`src/wb_stream_params.svh`:
```
/*
 * wishbone stream bridge parameters
 * stream counts, queue depth and the register window base
 */

`ifndef WB_STREAM_PARAMS_SVH
`define WB_STREAM_PARAMS_SVH

// stream counts on each side
`define WB_NUM_ISTREAM 2
`define WB_NUM_OSTREAM 2

// words held per stream queue
`define WB_QUEUE_DEPTH 2

// first byte of the window, istreams sit here
`define WB_ISTREAM_BASE 32'h3000_0000

// index width covers the larger of the two stream counts, at least one bit
`define WB_MAX_STREAMS \
  ((`WB_NUM_ISTREAM > `WB_NUM_OSTREAM) ? `WB_NUM_ISTREAM : `WB_NUM_OSTREAM)
`define WB_STREAM_IDX_W (($clog2(`WB_MAX_STREAMS) > 0) ? $clog2(`WB_MAX_STREAMS) : 1)

`endif

```
`src/wb_stream_pkg.sv`:
```
/*
 * wishbone stream bridge types
 * decoded operation and the bus and stream request structs
 */

`default_nettype none

`include "wb_stream_params.svh"

package wb_stream_pkg;

  // decoded operation for one bus cycle
  typedef enum logic [2:0] {
    WB_OP_NONE           = 3'd0,
    WB_OP_ISTREAM_STATUS = 3'd1,
    WB_OP_ISTREAM_PUSH   = 3'd2,
    WB_OP_OSTREAM_STATUS = 3'd3,
    WB_OP_OSTREAM_POP    = 3'd4
  } wb_op_e;

  // slave side of one wishbone cycle
  typedef struct packed {
    logic        stb;
    logic        cyc;
    logic        we;
    // byte lanes, carried but not used
    logic [3:0]  sel;
    logic [31:0] adr;
    logic [31:0] dat;
  } wb_bus_req_t;

  // request after address decode
  typedef struct packed {
    wb_op_e                       op;
    logic [`WB_STREAM_IDX_W-1:0]  idx;
    logic [31:0]                  data;
  } wb_stream_req_t;

endpackage

`default_nettype wire

```
`src/wb_addr_decode.sv`:
```
/*
 * wishbone address decoder
 * maps a bus cycle onto a stream operation and stream index
 */

`default_nettype none

`include "wb_stream_params.svh"

module wb_addr_decode
  import wb_stream_pkg::*;
(
  input  logic           clk,
  input  wb_bus_req_t    wb_req_i,
  output wb_stream_req_t stream_req_o
);

  localparam logic [31:0] ISTREAM_BASE = `WB_ISTREAM_BASE;
  // ostreams follow the last istream, 8 bytes per stream
  localparam logic [31:0] OSTREAM_BASE = ISTREAM_BASE + 32'(`WB_NUM_ISTREAM * 8);
  localparam logic [31:0] WINDOW_END   = OSTREAM_BASE + 32'(`WB_NUM_OSTREAM * 8);

  logic        txn_val;
  logic        in_istream;
  logic        in_ostream;
  logic [31:0] offset;
  logic        aligned;

  assign txn_val    = wb_req_i.stb && wb_req_i.cyc;
  assign in_istream = (wb_req_i.adr >= ISTREAM_BASE) && (wb_req_i.adr < OSTREAM_BASE);
  assign in_ostream = (wb_req_i.adr >= OSTREAM_BASE) && (wb_req_i.adr < WINDOW_END);

  // offset from the base of whichever region was hit
  assign offset  = in_ostream ? (wb_req_i.adr - OSTREAM_BASE) : (wb_req_i.adr - ISTREAM_BASE);
  assign aligned = (offset[1:0] == 2'b00);

  ////////////////////////////////////////////////////////////////////////////
  // operation select
  ////////////////////////////////////////////////////////////////////////////

  always_comb begin
    stream_req_o.op   = WB_OP_NONE;
    // stride of 8 bytes, index starts at bit 3
    stream_req_o.idx  = offset[3 +: `WB_STREAM_IDX_W];
    stream_req_o.data = wb_req_i.dat;

    if (txn_val && aligned) begin
      if (in_istream) begin
        // status is read only, data is write only
        if (!offset[2] && !wb_req_i.we) begin
          stream_req_o.op = WB_OP_ISTREAM_STATUS;
        end else if (offset[2] && wb_req_i.we) begin
          stream_req_o.op = WB_OP_ISTREAM_PUSH;
        end
      end else if (in_ostream && !wb_req_i.we) begin
        stream_req_o.op = offset[2] ? WB_OP_OSTREAM_POP : WB_OP_OSTREAM_STATUS;
      end
    end
  end

  // a push only ever comes from a bus write to the data word of a stream
  push_needs_we_a: assert property (
    @(posedge clk) (stream_req_o.op == WB_OP_ISTREAM_PUSH) |->
      (wb_req_i.we && (wb_req_i.adr[2:0] == 3'b100))
  );

endmodule

`default_nettype wire

```
`src/stream_queue.sv`:
```
/*
 * stream word queue
 * circular buffer with val/rdy on both sides and a free-entry count
 */

`default_nettype none

module stream_queue #(
  parameter int  DEPTH = 2,
  parameter int  WIDTH = 32,
  localparam int PTR_W = (DEPTH > 1) ? $clog2(DEPTH) : 1,
  localparam int CNT_W = $clog2(DEPTH + 1)
) (
  input  logic             clk,
  input  logic             reset_i,
  input  logic             enq_val_i,
  input  logic [WIDTH-1:0] enq_data_i,
  output logic             enq_rdy_o,
  output logic             deq_val_o,
  output logic [WIDTH-1:0] deq_data_o,
  input  logic             deq_rdy_i,
  output logic [CNT_W-1:0] free_entries_o
);

  logic [WIDTH-1:0] mem [DEPTH];
  logic [PTR_W-1:0] wr_ptr;
  logic [PTR_W-1:0] rd_ptr;
  logic [PTR_W-1:0] wr_ptr_next;
  logic [PTR_W-1:0] rd_ptr_next;
  logic [CNT_W-1:0] count;
  logic             enq_fire;
  logic             deq_fire;

  assign enq_rdy_o = (count < CNT_W'(DEPTH));
  assign deq_val_o = (count != '0);
  assign enq_fire  = enq_val_i && enq_rdy_o;
  assign deq_fire  = deq_val_o && deq_rdy_i;

  // pointers wrap at DEPTH, which need not be a power of two
  assign wr_ptr_next = (wr_ptr == PTR_W'(DEPTH - 1)) ? '0 : wr_ptr + 1'b1;
  assign rd_ptr_next = (rd_ptr == PTR_W'(DEPTH - 1)) ? '0 : rd_ptr + 1'b1;

  assign deq_data_o     = mem[rd_ptr];
  assign free_entries_o = CNT_W'(DEPTH) - count;

  always_ff @(posedge clk) begin
    if (enq_fire) begin
      mem[wr_ptr] <= enq_data_i;
    end
  end

  always_ff @(posedge clk) begin
    if (reset_i) begin
      wr_ptr <= '0;
      rd_ptr <= '0;
      count  <= '0;
    end else begin
      if (enq_fire) begin
        wr_ptr <= wr_ptr_next;
      end
      if (deq_fire) begin
        rd_ptr <= rd_ptr_next;
      end
      // simultaneous enq and deq leave the count alone
      case ({enq_fire, deq_fire})
        2'b10:   count <= count + 1'b1;
        2'b01:   count <= count - 1'b1;
        default: count <= count;
      endcase
    end
  end

  count_bound_a: assert property (
    @(posedge clk) disable iff (reset_i) count <= CNT_W'(DEPTH)
  );

  // a full queue takes no word, so its head survives until it is read
  no_enq_when_full_a: assert property (
    @(posedge clk) disable iff (reset_i)
      (!enq_rdy_o && !deq_rdy_i) |=> $stable(deq_data_o)
  );

endmodule

`default_nettype wire

```
`src/wb_resp_select.sv`:
```
/*
 * wishbone response select
 * forms the read word and the ack from the decoded request
 */

`default_nettype none

`include "wb_stream_params.svh"

module wb_resp_select
  import wb_stream_pkg::*;
(
  input  wb_bus_req_t                          wb_req_i,
  input  wb_stream_req_t                       stream_req_i,
  input  logic [`WB_NUM_ISTREAM-1:0]           istream_space_i,
  input  logic [`WB_NUM_OSTREAM-1:0]           ostream_avail_i,
  input  logic [`WB_NUM_OSTREAM-1:0][31:0]     ostream_head_i,
  output logic                                 wb_ack_o,
  output logic [31:0]                          wb_dat_o
);

  // zero latency ack for every valid cycle
  assign wb_ack_o = wb_req_i.stb && wb_req_i.cyc;

  ////////////////////////////////////////////////////////////////////////////
  // read data mux
  ////////////////////////////////////////////////////////////////////////////

  always_comb begin
    case (stream_req_i.op)
      WB_OP_ISTREAM_STATUS: begin
        wb_dat_o = {31'b0, istream_space_i[stream_req_i.idx]};
      end
      WB_OP_OSTREAM_STATUS: begin
        wb_dat_o = {31'b0, ostream_avail_i[stream_req_i.idx]};
      end
      WB_OP_OSTREAM_POP: begin
        // empty queue reads back as zero
        if (ostream_avail_i[stream_req_i.idx]) begin
          wb_dat_o = ostream_head_i[stream_req_i.idx];
        end else begin
          wb_dat_o = 32'b0;
        end
      end
      default: begin
        wb_dat_o = 32'b0;
      end
    endcase
  end

endmodule

`default_nettype wire

```
`src/wb_stream_bridge.sv`:
```
/*
 * wishbone stream bridge top
 * decoder, per-stream queues and response select
 */

`default_nettype none

`include "wb_stream_params.svh"

module wb_stream_bridge
  import wb_stream_pkg::*;
(
  input  logic                                 clk,
  input  logic                                 reset_i,

  // wishbone slave
  input  wb_bus_req_t                          wb_req_i,
  output logic                                 wb_ack_o,
  output logic [31:0]                          wb_dat_o,

  // istreams, bridge is the producer
  output logic [`WB_NUM_ISTREAM-1:0]           istream_val_o,
  output logic [`WB_NUM_ISTREAM-1:0][31:0]     istream_data_o,
  input  logic [`WB_NUM_ISTREAM-1:0]           istream_rdy_i,

  // ostreams, bridge is the consumer
  input  logic [`WB_NUM_OSTREAM-1:0]           ostream_val_i,
  input  logic [`WB_NUM_OSTREAM-1:0][31:0]     ostream_data_i,
  output logic [`WB_NUM_OSTREAM-1:0]           ostream_rdy_o
);

  wb_stream_req_t                      stream_req;
  logic [`WB_NUM_ISTREAM-1:0]          istream_push;
  logic [`WB_NUM_ISTREAM-1:0]          istream_space;
  logic [`WB_NUM_OSTREAM-1:0]          ostream_pop;
  logic [`WB_NUM_OSTREAM-1:0]          ostream_avail;
  logic [`WB_NUM_OSTREAM-1:0][31:0]    ostream_head;

  wb_addr_decode addr_decode_i (
    .clk          (clk),
    .wb_req_i     (wb_req_i),
    .stream_req_o (stream_req)
  );

  ////////////////////////////////////////////////////////////////////////////
  // istream queues, filled by bus writes
  ////////////////////////////////////////////////////////////////////////////

  for (genvar n = 0; n < `WB_NUM_ISTREAM; n++) begin : g_istream
    assign istream_push[n] = (stream_req.op == WB_OP_ISTREAM_PUSH) && (stream_req.idx == n);

    stream_queue #(
      .DEPTH (`WB_QUEUE_DEPTH),
      .WIDTH (32)
    ) istream_queue_i (
      .clk            (clk),
      .reset_i        (reset_i),
      .enq_val_i      (istream_push[n]),
      .enq_data_i     (stream_req.data),
      .enq_rdy_o      (istream_space[n]),
      .deq_val_o      (istream_val_o[n]),
      .deq_data_o     (istream_data_o[n]),
      .deq_rdy_i      (istream_rdy_i[n]),
      .free_entries_o ()
    );
  end

  ////////////////////////////////////////////////////////////////////////////
  // ostream queues, drained by bus reads
  ////////////////////////////////////////////////////////////////////////////

  for (genvar n = 0; n < `WB_NUM_OSTREAM; n++) begin : g_ostream
    assign ostream_pop[n] = (stream_req.op == WB_OP_OSTREAM_POP) && (stream_req.idx == n);

    stream_queue #(
      .DEPTH (`WB_QUEUE_DEPTH),
      .WIDTH (32)
    ) ostream_queue_i (
      .clk            (clk),
      .reset_i        (reset_i),
      .enq_val_i      (ostream_val_i[n]),
      .enq_data_i     (ostream_data_i[n]),
      .enq_rdy_o      (ostream_rdy_o[n]),
      .deq_val_o      (ostream_avail[n]),
      .deq_data_o     (ostream_head[n]),
      .deq_rdy_i      (ostream_pop[n]),
      .free_entries_o ()
    );
  end

  wb_resp_select resp_select_i (
    .wb_req_i        (wb_req_i),
    .stream_req_i    (stream_req),
    .istream_space_i (istream_space),
    .ostream_avail_i (ostream_avail),
    .ostream_head_i  (ostream_head),
    .wb_ack_o        (wb_ack_o),
    .wb_dat_o        (wb_dat_o)
  );

endmodule

`default_nettype wire

```
`config.mk`:
```
export PLATFORM = sky130hd
export DESIGN_NAME = wb_stream_bridge
export DESIGN_NICKNAME = d
export VERILOG_FILES = /design/src/wb_stream_pkg.sv /design/src/wb_addr_decode.sv /design/src/stream_queue.sv /design/src/wb_resp_select.sv /design/src/wb_stream_bridge.sv
export VERILOG_INCLUDE_DIRS = /design/src
export SDC_FILE = /design/constraint.sdc
export NUM_CORES = 1
export LEC_CHECK = 0
export ABC_CLOCK_PERIOD_IN_PS = 5300
export BUFFER_PORTS_ARGS = -buffer_cell sky130_fd_sc_hd__buf_2
export CAP_MARGIN = 30
export CORE_AREA = 2 2 141 212
export DETAILED_ROUTE_END_ITERATION = 8
export DIE_AREA = 0 0 143 214
export GPL_TIMING_DRIVEN = 0
export SETUP_SLACK_MARGIN = 0.05
export SLEW_MARGIN = 30
export SYNTH_ARGS = -nofsm -noshare
export SYNTH_HDL_FRONTEND = slang
export SYNTH_HIERARCHICAL = 1
export SYNTH_SLANG_ARGS = --single-unit
```
`constraint.sdc`:
```
create_clock -name clk -period 5.3 [get_ports clk]
set_input_delay 0.265 -clock clk [delete_from_list [all_inputs] [get_ports clk]]
set_output_delay 0.265 -clock clk [all_outputs]
set_load 0.03 [all_outputs]
```
# Yosys cells after proc, flatten, opt, wreduce, memory -nomap -nowiden
# Memories as Yosys holds them, arrays and structs flattened. A register that Yosys moved wholly into a read port is not among the register bits.
# Index checks and enable logic that the tools add are counted.
# W data, S select, Z words.
# totals
output_inout_bits,101
ram_bits,256
regBits,16
memories,4
wordCells,129
inputBits,141
# op_classes
n_eq_ne,12
bitwise,1
n_mux,43
reduce_logical,30
n_lt_le_gt_ge,9
n_addsub,18
# memory_table
memory,words,width,read_ports,rd_ports_with_merged_regs,wr,line_no,text
g_istream[0].istream_queue_i.mem,2,32,1,1,1,stream_queue.sv:25,logic [WIDTH-1:0] mem [DEPTH];
g_istream[1].istream_queue_i.mem,2,32,1,1,1,stream_queue.sv:25,
g_ostream[0].ostream_queue_i.mem,2,32,1,1,1,stream_queue.sv:25,
g_ostream[1].ostream_queue_i.mem,2,32,1,1,1,stream_queue.sv:25,
# op_table
cell,count
$mux W32,3
$pmux W32 S3,1
$ge A32 B30 Y1 const B,2
$lt A32 B30 Y1 const B,2
$mux W1,28
$logic_and A1 B1 Y1,19
$pmux W2 S2,4
$reduce_bool A2 Y1,8
$mux W3,5
$add A1 B1 Y1 const B,8
$add A2 B1 Y2 const B,4
$eq A2 B1 Y1 const B,4
$eq A2 B2 Y1 const B,4
$lt A2 B2 Y1 const B,4
$sub A2 B1 Y2 const B,4
$sub A4 B1 Y4 const B,2
$eq A3 B2 Y1 const B,2
$mux W4,1
$eq A3 B1 Y1 const B,1
$eq A3 B3 Y1 const B,1
$logic_not A1 Y1,2
$logic_not A2 Y1,1
$lt A1 B2 Y1 const B,1
$mux W2,1
$not A1 Y1,1

# Longest topological paths before layout
# Gate-level depths: netlist (run 1).
# depth
word_depth,13
ltp_mapped,9
depth_no_buf,9

# Hierarchy
# The synthesis (run 1) kept the hierarchy.
# modules_own_cells
mod,area_each_um2,cells_each,instances
stream_queue,2566.2,129,4
wb_resp_select,571.8,78,1
wb_addr_decode,437.9,55,1
wb_stream_bridge,55.1,4,1

# Worst setup path after synthesis (run 1)
# OpenSTA, ideal clock, no wires.
# synth_timing
path_kind,input to register
startpoint,in wb_req_i[44] (netlist bit)
endpoint,mem g_istream[0].istream_queue_i.mem[0][0] (enable)
path_buffers,0
slack_ns,1.505
arrival_ns,3.374
required_time_ns,4.879
stages,6
setup_ns,0.421
cell_sequence,nor4_4 > a41oi_1 > a2111oi_2 > nor4b_2 > or3b_4 > nor2_1
# synth_lines
element,line_no,text
start: declaration,wb_stream_bridge.sv:17,"input wb_bus_req_t wb_req_i,"
end: declaration,stream_queue.sv:25,

==> results of run 1 <==
-- final cells by class --
class	instances	share of cell area (%)
buffer	56	2.76
inverter	12	0.304
clock inverter	19	0.845
sequential	276	54.6
tap	390	3.29
multi-input combinational	301	18.8
timing repair buffer	308	14.7
clock buffer	31	4.66
-- cell usage in the layout, fill, tap and decap left out, types with 3 or more instances in the layout --
cell,instances
edfxtp_1,256
buf_2,207
mux2_2,120
dlygate4sd3_1,96
nor2_1,53
buf_4,46
mux2i_1,33
clkbuf_16,27
dfxtp_1,20
inv_1,12
ha_1,12
clkinv_1,9
clkbuf_1,8
mux2_1,8
xor2_1,8
xnor2_1,8
o21ai_0,5
buf_16,5
clkinv_2,4
nor2b_1,4
or3b_4,4
and3_2,4
nor2_4,4
or3_1,4
a21oi_1,4
nor4_1,3
buf_12,3
buf_6,3
-- power breakdown --
part           switching (mW)  leakage (nW)  internal (mW)  total (mW)
Clock                   0.770         0.394          0.983        1.75
Combinational           0.186          2.65          0.194       0.380
Sequential             0.0274          2.51           2.51        2.53
-- worst paths after layout --
kind / end / cells past startpoint
min: flop / 2
max reg2reg: g_istream[1].istream_queue_i/mem[0][21]$_DFFE_PP_ / 5
max: g_istream[0].istream_queue_i/mem[0][7]$_DFFE_PP_ / 8
min reg2reg: flop / 2
-- metal layers --
| layer | vias up | GRT usage (%) | routed length, um |
|---|---|---|---|
| met3 | 40 | 3.42 | 1570 |
| met2 | 223 | 30.2 | 13100 |
| met5 | - | 0 | 0 |
| li1 | 3073 | - | - |
| met1 | 3202 | 16.8 | 9180 |
| met4 | 0 | 4.95 | 608 |
-- flip-flops by register name, summed over array words and instances, names as in the netlist, named ones only --
register                          flops
g_istream.istream_queue_i/count       4
g_istream.istream_queue_i/mem       128
g_istream.istream_queue_i/rd_ptr      2
g_istream.istream_queue_i/wr_ptr      2
g_ostream.ostream_queue_i/count       4
g_ostream.ostream_queue_i/mem       128
g_ostream.ostream_queue_i/rd_ptr      2
g_ostream.ostream_queue_i/wr_ptr      2
-- worst max-delay path: cells and delay by family --
family / cells / cell delay, ps
AO/OA/AOI/OAI: 2 / 970
buffers and inverters: 2 / 360
AND/OR/NAND/NOR: 4 / 1630
==> metrics.txt, run 1 <==
crit path DAT 3250 ps; diode count 0; largest net degree at the start of global routing 24; area added between synthesis and finish 31.3%; CTS tree yes; CP Cell Sequence buf_2 -> nor4_4 -> a41oi_1 -> a2111oi_2 -> nor4b_2 -> or3b_4 -> nor2_4 -> buf_16; Post-DP Area 0.0130 sq mm; WL per Instance roughly 18 um; FF/Latch Area 0.00809 sq mm; GP Congestion 0.752; crit path max fanout 17; Tmin final 3010 ps; post-CTS sizing 0; GRT overflow 0; Final Net Count 1135; TritonCTS buffer count 27; vias in the first global route 7128; Cell Area, Synth 0.0113 sq mm; Worst Setup End Kind flop; fmax 333 MHz; Vias 6538; Die Wd 143 um; setup TNS 0 ps; min-delay src reset_i; Hold Vio Cnt, Final 0; area of the core 0.0286 sq mm; Clock Latency Late Sink 540 ps; synthesized net count 798; Overall Power around 4.7 mW; post-DP HPWL ~17 mm; Power Density 315 mW/mm^2; die height around 210 um; final antenna-violating net count 0; setup ws final 2290 ps; H-tree depth 1; fraction of layout cells with a size suffix above 1 between 40% and 50%; final count of pins violating max slew 0; DP Worst Slack 1750 ps; cts hold-fix bufs 96; final core utilization 51.8%; slowest cell on the critical path a2111oi_2; Inst Count DP 1247; starting density of the core about two fifths; CTS clk-pin slew, worst paths 60 ps; Critical Path Source Type primary input; Filler cells 2403; mean post-synth cell area 17.5 sq um; HP Class primary input to flop; Slew headroom 50.3%; hold_ws 131 ps; Post-Layout Cell Count ~1400; CP Data Required Time 5540 ps; First DRT Iteration DRCs 246; Max Cap Violations 0; DIE AREA a little over 0.03 sq mm; Critical Path Start wb_req_i[44]; Post-Synthesis Cells 645; post-CTS setup buffer count 0; Root Driver clkbuf_16; CTS sink cnt about 280; Leakage 5.55 nW; Clock Skews 10.4 ps; design area 0.0148 sq mm; Rows 76; setup violators final 0; initial antenna violation count 0; first-pass GRT wire length between 30 and 40 mm; r2r startpoint g_istream[1].istream_queue_i/count[0]$_SDFFE_PP0P_; Max VDD drop 277 uV; status completed; Crit Path Category primary input to flop; R2R Setup Slk 3130 ps; drt drc 0; Vias/cell 4.69; num ports 242; Critical Path Max Stage Delay between 700 and 800 ps; Tightest Pin Transition 744 ps; Port Buffers 204; Ys Warns 6; Clock Path Buffers 3; Pre-antenna DRT Iters 4; final WL 24.5 mm; Final period util 56.7%; area of the multi-input gates 0.00279 sq mm; total global-route track usage 15.8%; RSZ-0062 raised after global routing false
Note: power is estimated with default switching activity, not from simulation.
==> run 2, diff against run 1 <==
Settings changed: ABC_CLOCK_PERIOD_IN_PS 5300 to 2600.
Clock period 5.3 ns to 2.6 ns, I/O delays scaled along.
==> metrics.txt, run 2 (same netlist as run 1, synthesis figures left out) <==
status completed; RSZ-0062 raised after global routing true; GP Congestion 0.730; Final Net Count between 1000 and 1500; Max VDD drop 561 uV; Slew headroom 39.7%; CTS sink cnt between 200 and 300; CTS clk-pin slew, worst paths roughly 60 ps; fraction of layout cells with a size suffix above 1 between 40% and 50%; Hold Path End g_ostream[0].ostream_queue_i/count[0]$_SDFFE_PP0P_; Clock Skews 24.4 ps; CTS tree yes; setup ws final roughly 160 ps; Clock Latency Late Sink 540 ps; Max Cap Violations 0; H-tree depth 1; First DRT Iteration DRCs between 200 and 300; TritonCTS buffer count 27; CP Data Required Time 2850 ps; Hold Path Stages 2; r2r startpoint g_ostream[0].ostream_queue_i/count[0]$_SDFFE_PP0P_; vias in the first global route between 6000 and 7000; biggest regs g_istream.istream_queue_i/mem: 128 flops, g_ostream.ostream_queue_i/mem: 128 flops; Vias 6466; final core utilization between 50% and 60%; Pre-antenna DRT Iters 4; initial antenna violation count 0; area added between synthesis and finish 32.0%; starting density of the core between 30 and 40%; most frequent cells in the layout 256 x edfxtp_1, 207 x buf_2, 120 x mux2_2; crit path max fanout 15; Post-Layout Cell Count 1395; largest net degree at the start of global routing 33; Inst Count DP 1246; drt drc 0; final WL 24.2 mm; Port Buffers 204; setup TNS 0 ps; setup violators final 0; Die Wd roughly 140 um; min-delay src reset_i; R2R Setup Slk 490 ps; post-DP HPWL 16.3 mm; Clock Path Buffers 3; Crit Path Category primary input to flop; crit path DAT 2690 ps; first-pass GRT wire length 36.9 mm; Critical Path Source Type primary input; Overall Power 9.49 mW; GRT overflow 0; Tightest Pin Transition 904 ps; commonest non-fill, non-tap cell in the layout edfxtp_1; Root Driver clkbuf_16; Final period util 93.9%; WL per Instance 17.4 um; diode count 0; HP Class primary input to flop; die height 214 um; Leakage 5.57 nW; final antenna-violating net count 0; fmax approximately 410 MHz; area of the core 0.0286 sq mm; DIE AREA approximately 0.031 sq mm; num ports 242; Tmin final ~2400 ps; DP Worst Slack -524 ps; Power Density 638 mW/mm^2; final count of pins violating max slew 0; r2r endpoint g_ostream[0].ostream_queue_i/mem[0][21]$_DFFE_PP_; total global-route track usage 15.5%; Hold Vio Cnt, Final 0; Vias/cell 4.64; Rows 76; Worst Setup End Kind flop; FF-to-FF path depth 5
==> run 2: worst max path at each step <==
stage,slack [ps],cells after the start,start,endpoint
CTS,30,7,wb_req_i[53],wb_dat_o[0]
finish,160,9,wb_req_i[44],g_istream[0].istream_queue_i/mem[0][4]$_DFFE_PP_
global placement,-780,7,wb_req_i[44],g_istream[1].istream_queue_i/mem[0][1]$_DFFE_PP_
detailed placement,-520,8,wb_req_i[46],g_istream[1].istream_queue_i/mem[0][2]$_DFFE_PP_
global route,50,9,wb_req_i[44],g_istream[0].istream_queue_i/mem[0][9]$_DFFE_PP_
floorplan,-80,6,wb_req_i[44],g_istream[0].istream_queue_i/mem[0][0]$_DFFE_PP_
==> run 2: where the power goes <==
part           switching (mW)  internal, mW  total [mW]
logic                   0.375         0.396       0.772
clock network            1.56          2.00        3.56
registers              0.0558          5.11        5.17
==> run 2: cell type report <==
type                       instances  area [sq um]
fill                            2394         13700
sequential                       276          8090
multi-input combinational        301          2870
timing repair buffer             311          2190
clock buffer                      32           694
tap                              390           488
buffer                            56           409
clock inverter                    17           108
inverter                          12          45.0
==> run 2: repair_timing <==
action                     4_1_cts  5_1_grt
hold buffers                    96        0
buffers inserted                 3        1
resized for setup                0        5
hold endpoints to repair       256        0
gates cloned                     0        0
pin swaps                        1        4
setup endpoints to repair        2       49
==> run 2: stage by stage <==
stage	cell area (sq um)	hold WS [ps]
after floorplan	11400	199
after global placement	12900	318
after detailed placement	13100	322
after CTS	14800	1.14
after global routing	14900	25.2
final	14900	2.60
==> run 2: worst max-delay path, cell delays in order <==
cell	delay, ps
buf_2	110
nor4_4	330
a41oi_2	240
a2111oi_4	530
nor4b_4	280
or3b_4	450
nor2_4	230
buf_16	200
buf_16	160
==> run 2: per-layer routing <==
metal / vias to the layer above / wire (um) / GRT usage [%]
met5: - / 0 / 0
met4: 0 / 378 / 4.29
met3: 29 / 1530 / 3.47
met2: 215 / 12900 / 29.4
met1: 3140 / 9450 / 17.1
li1: 3082 / - / -
==> run 3, diff against run 2 <==
Settings changed: CORE_AREA 2 2 141 212 to 2 2 150 226, DIE_AREA 0 0 143 214 to 0 0 152 228.
==> metrics.txt, run 3 (same netlist as run 1, synthesis figures left out) <==
DP Worst Slack -654 ps; Clock Skews approximately 17 ps; final core utilization 45.7%; First DRT Iteration DRCs 221; largest net degree at the start of global routing 33; design area 0.0150 sq mm; biggest regs g_istream.istream_queue_i/mem: 128 flops, g_ostream.ostream_queue_i/mem: 128 flops; TritonCTS buffer count 27; Vias around 6500; total global-route track usage 13.8%; Hold Path End g_istream[0].istream_queue_i/rd_ptr$_SDFFE_PP0P_; min-delay src istream_rdy_i[0]; CTS tree yes; GRT overflow 0; area of the core 0.0329 sq mm; CTS sink cnt 276; die height 228 um; num ports 242; post-DP HPWL 16.7 mm; Filler cells 2903; Critical Path Source Type flop; Clock Path Buffers 3; H-tree depth 1; Hold Vio Cnt, Final 0; setup ws final approximately 230 ps; setup TNS 0 ps; crit path DAT ~2200 ps; r2r startpoint g_ostream[1].ostream_queue_i/count[0]$_SDFFE_PP0P_; Hold Path Stages 4; final WL between 20 and 25 mm; Slew headroom 39.5%; DIE AREA 0.0347 sq mm; first-pass GRT wire length 37.8 mm; drt drc 0; Pre-antenna DRT Iters 4; Final Net Count roughly 1100; Port Buffers between 200 and 250; Rows 82; commonest non-fill, non-tap cell in the layout edfxtp_1; vias in the first global route ~7000; Final period util 91.3%; HP Class primary input to flop; Die Wd 152 um; area added between synthesis and finish 33.3%; FF-to-FF path depth 5; fraction of layout cells with a size suffix above 1 45.6%; initial antenna violation count 1; GP Congestion 0.698; Crit Path Category flop to output pin; Clock Latency Late Sink 540 ps; status completed; Tightest Pin Transition 907 ps; WL per Instance around 17 um; final count of pins violating max slew 0; setup violators final 0; crit path max fanout 10; r2r endpoint g_ostream[1].ostream_queue_i/mem[0][17]$_DFFE_PP_; RSZ-0062 raised after global routing true; starting density of the core 34.3%; Worst Setup End Kind output pin; R2R Setup Slk 470 ps; Power Density 657 mW/mm^2; Post-DP Area between 0.01 and 0.015 sq mm; CTS clk-pin slew, worst paths 60 ps; Root Driver clkbuf_16; Vias/cell 4.55; final antenna-violating net count 0; Leakage 5.64 nW; Max Cap Violations 0; fmax 421 MHz; Overall Power 9.89 mW; CP Data Required Time 2470 ps; diode count 0; Max VDD drop 510 uV; Tmin final 2370 ps; most frequent cells in the layout 256 x edfxtp_1, 207 x buf_2, 120 x mux2_2
[run 3: cell types whose count changed in the layout (fill, tap and decap cells not counted), moves of 2 or more]
cell and change:
buf_4 +3, bufinv_16 +3, clkinv_1 -8, clkinv_2 +2
[run 3: final cells by class]
cell class	count	area, sq um	share of cell area [%]
Tap cell	420	526	3.49
Buffer	55	405	2.70
Clock buffer	35	716	4.76
Sequential cell	276	8090	53.8
Timing Repair Buffer	315	2230	14.8
Inverter	12	45.0	0.299
Multi-Input combinational cell	301	2850	18.9
Clock inverter	15	185	1.23
[run 3: repair_timing]
item / 4_1_cts / 5_1_grt
buffers inserted: 7 / 1
endpoints found under the setup margin: 38 / 86
resized for setup: 1 / 2
hold buffers: 97 / 0
hold endpoints to repair: 269 / 0
cloned: 0 / 0
pin swaps: 2 / 2
[run 3: through the flow]
step           std cells  hold slack, ps
5_1_grt             1429             111
3_3_place_gp        1269             317
3_5_place_dp        1275             322
4_1_cts             1429            70.6
2_1_floorplan        645             199
6_report            1429            95.9
[run 3: routing by layer]
metal  GRT usage (%)  part of all wire [%]  vias to the layer above
met5               0                 0.054                        -
met1            15.2                    39                     3174
li1                -                     -                     3090
met2            26.3                    53                      198
met4            3.74                   1.8                        2
met3            3.12                   5.7                       31
[run 3: worst max path at each step]
stage / slack (ps) / end / start / depth (start not counted)
after floorplan: -80 / g_istream[0].istream_queue_i/mem[0][0]$_DFFE_PP_ / wb_req_i[44] / 6
after global placement: -870 / g_istream[0].istream_queue_i/mem[0][19]$_DFFE_PP_ / wb_req_i[44] / 7
after detailed placement: -650 / g_istream[0].istream_queue_i/mem[0][7]$_DFFE_PP_ / wb_req_i[46] / 8
after CTS: 40 / wb_dat_o[9] / wb_req_i[53] / 8
after global routing: 30 / g_ostream[0].ostream_queue_i/count[1]$_SDFFE_PP0P_ / wb_req_i[53] / 9
final: 230 / wb_dat_o[0] / flop / 6
[run 3: where the power goes]
part	internal [mW]	switching, mW
combinational	0.402	0.377
clock	2.34	1.60
sequential	5.11	0.0558
[run 3: worst max-delay path, stage by stage, from the launching register on]
cell,delay [ps]
dfxtp_1,310
clkbuf_1,260
buf_4,280
mux2_2,360
mux2i_1,160
o221ai_1,130
buf_2,200
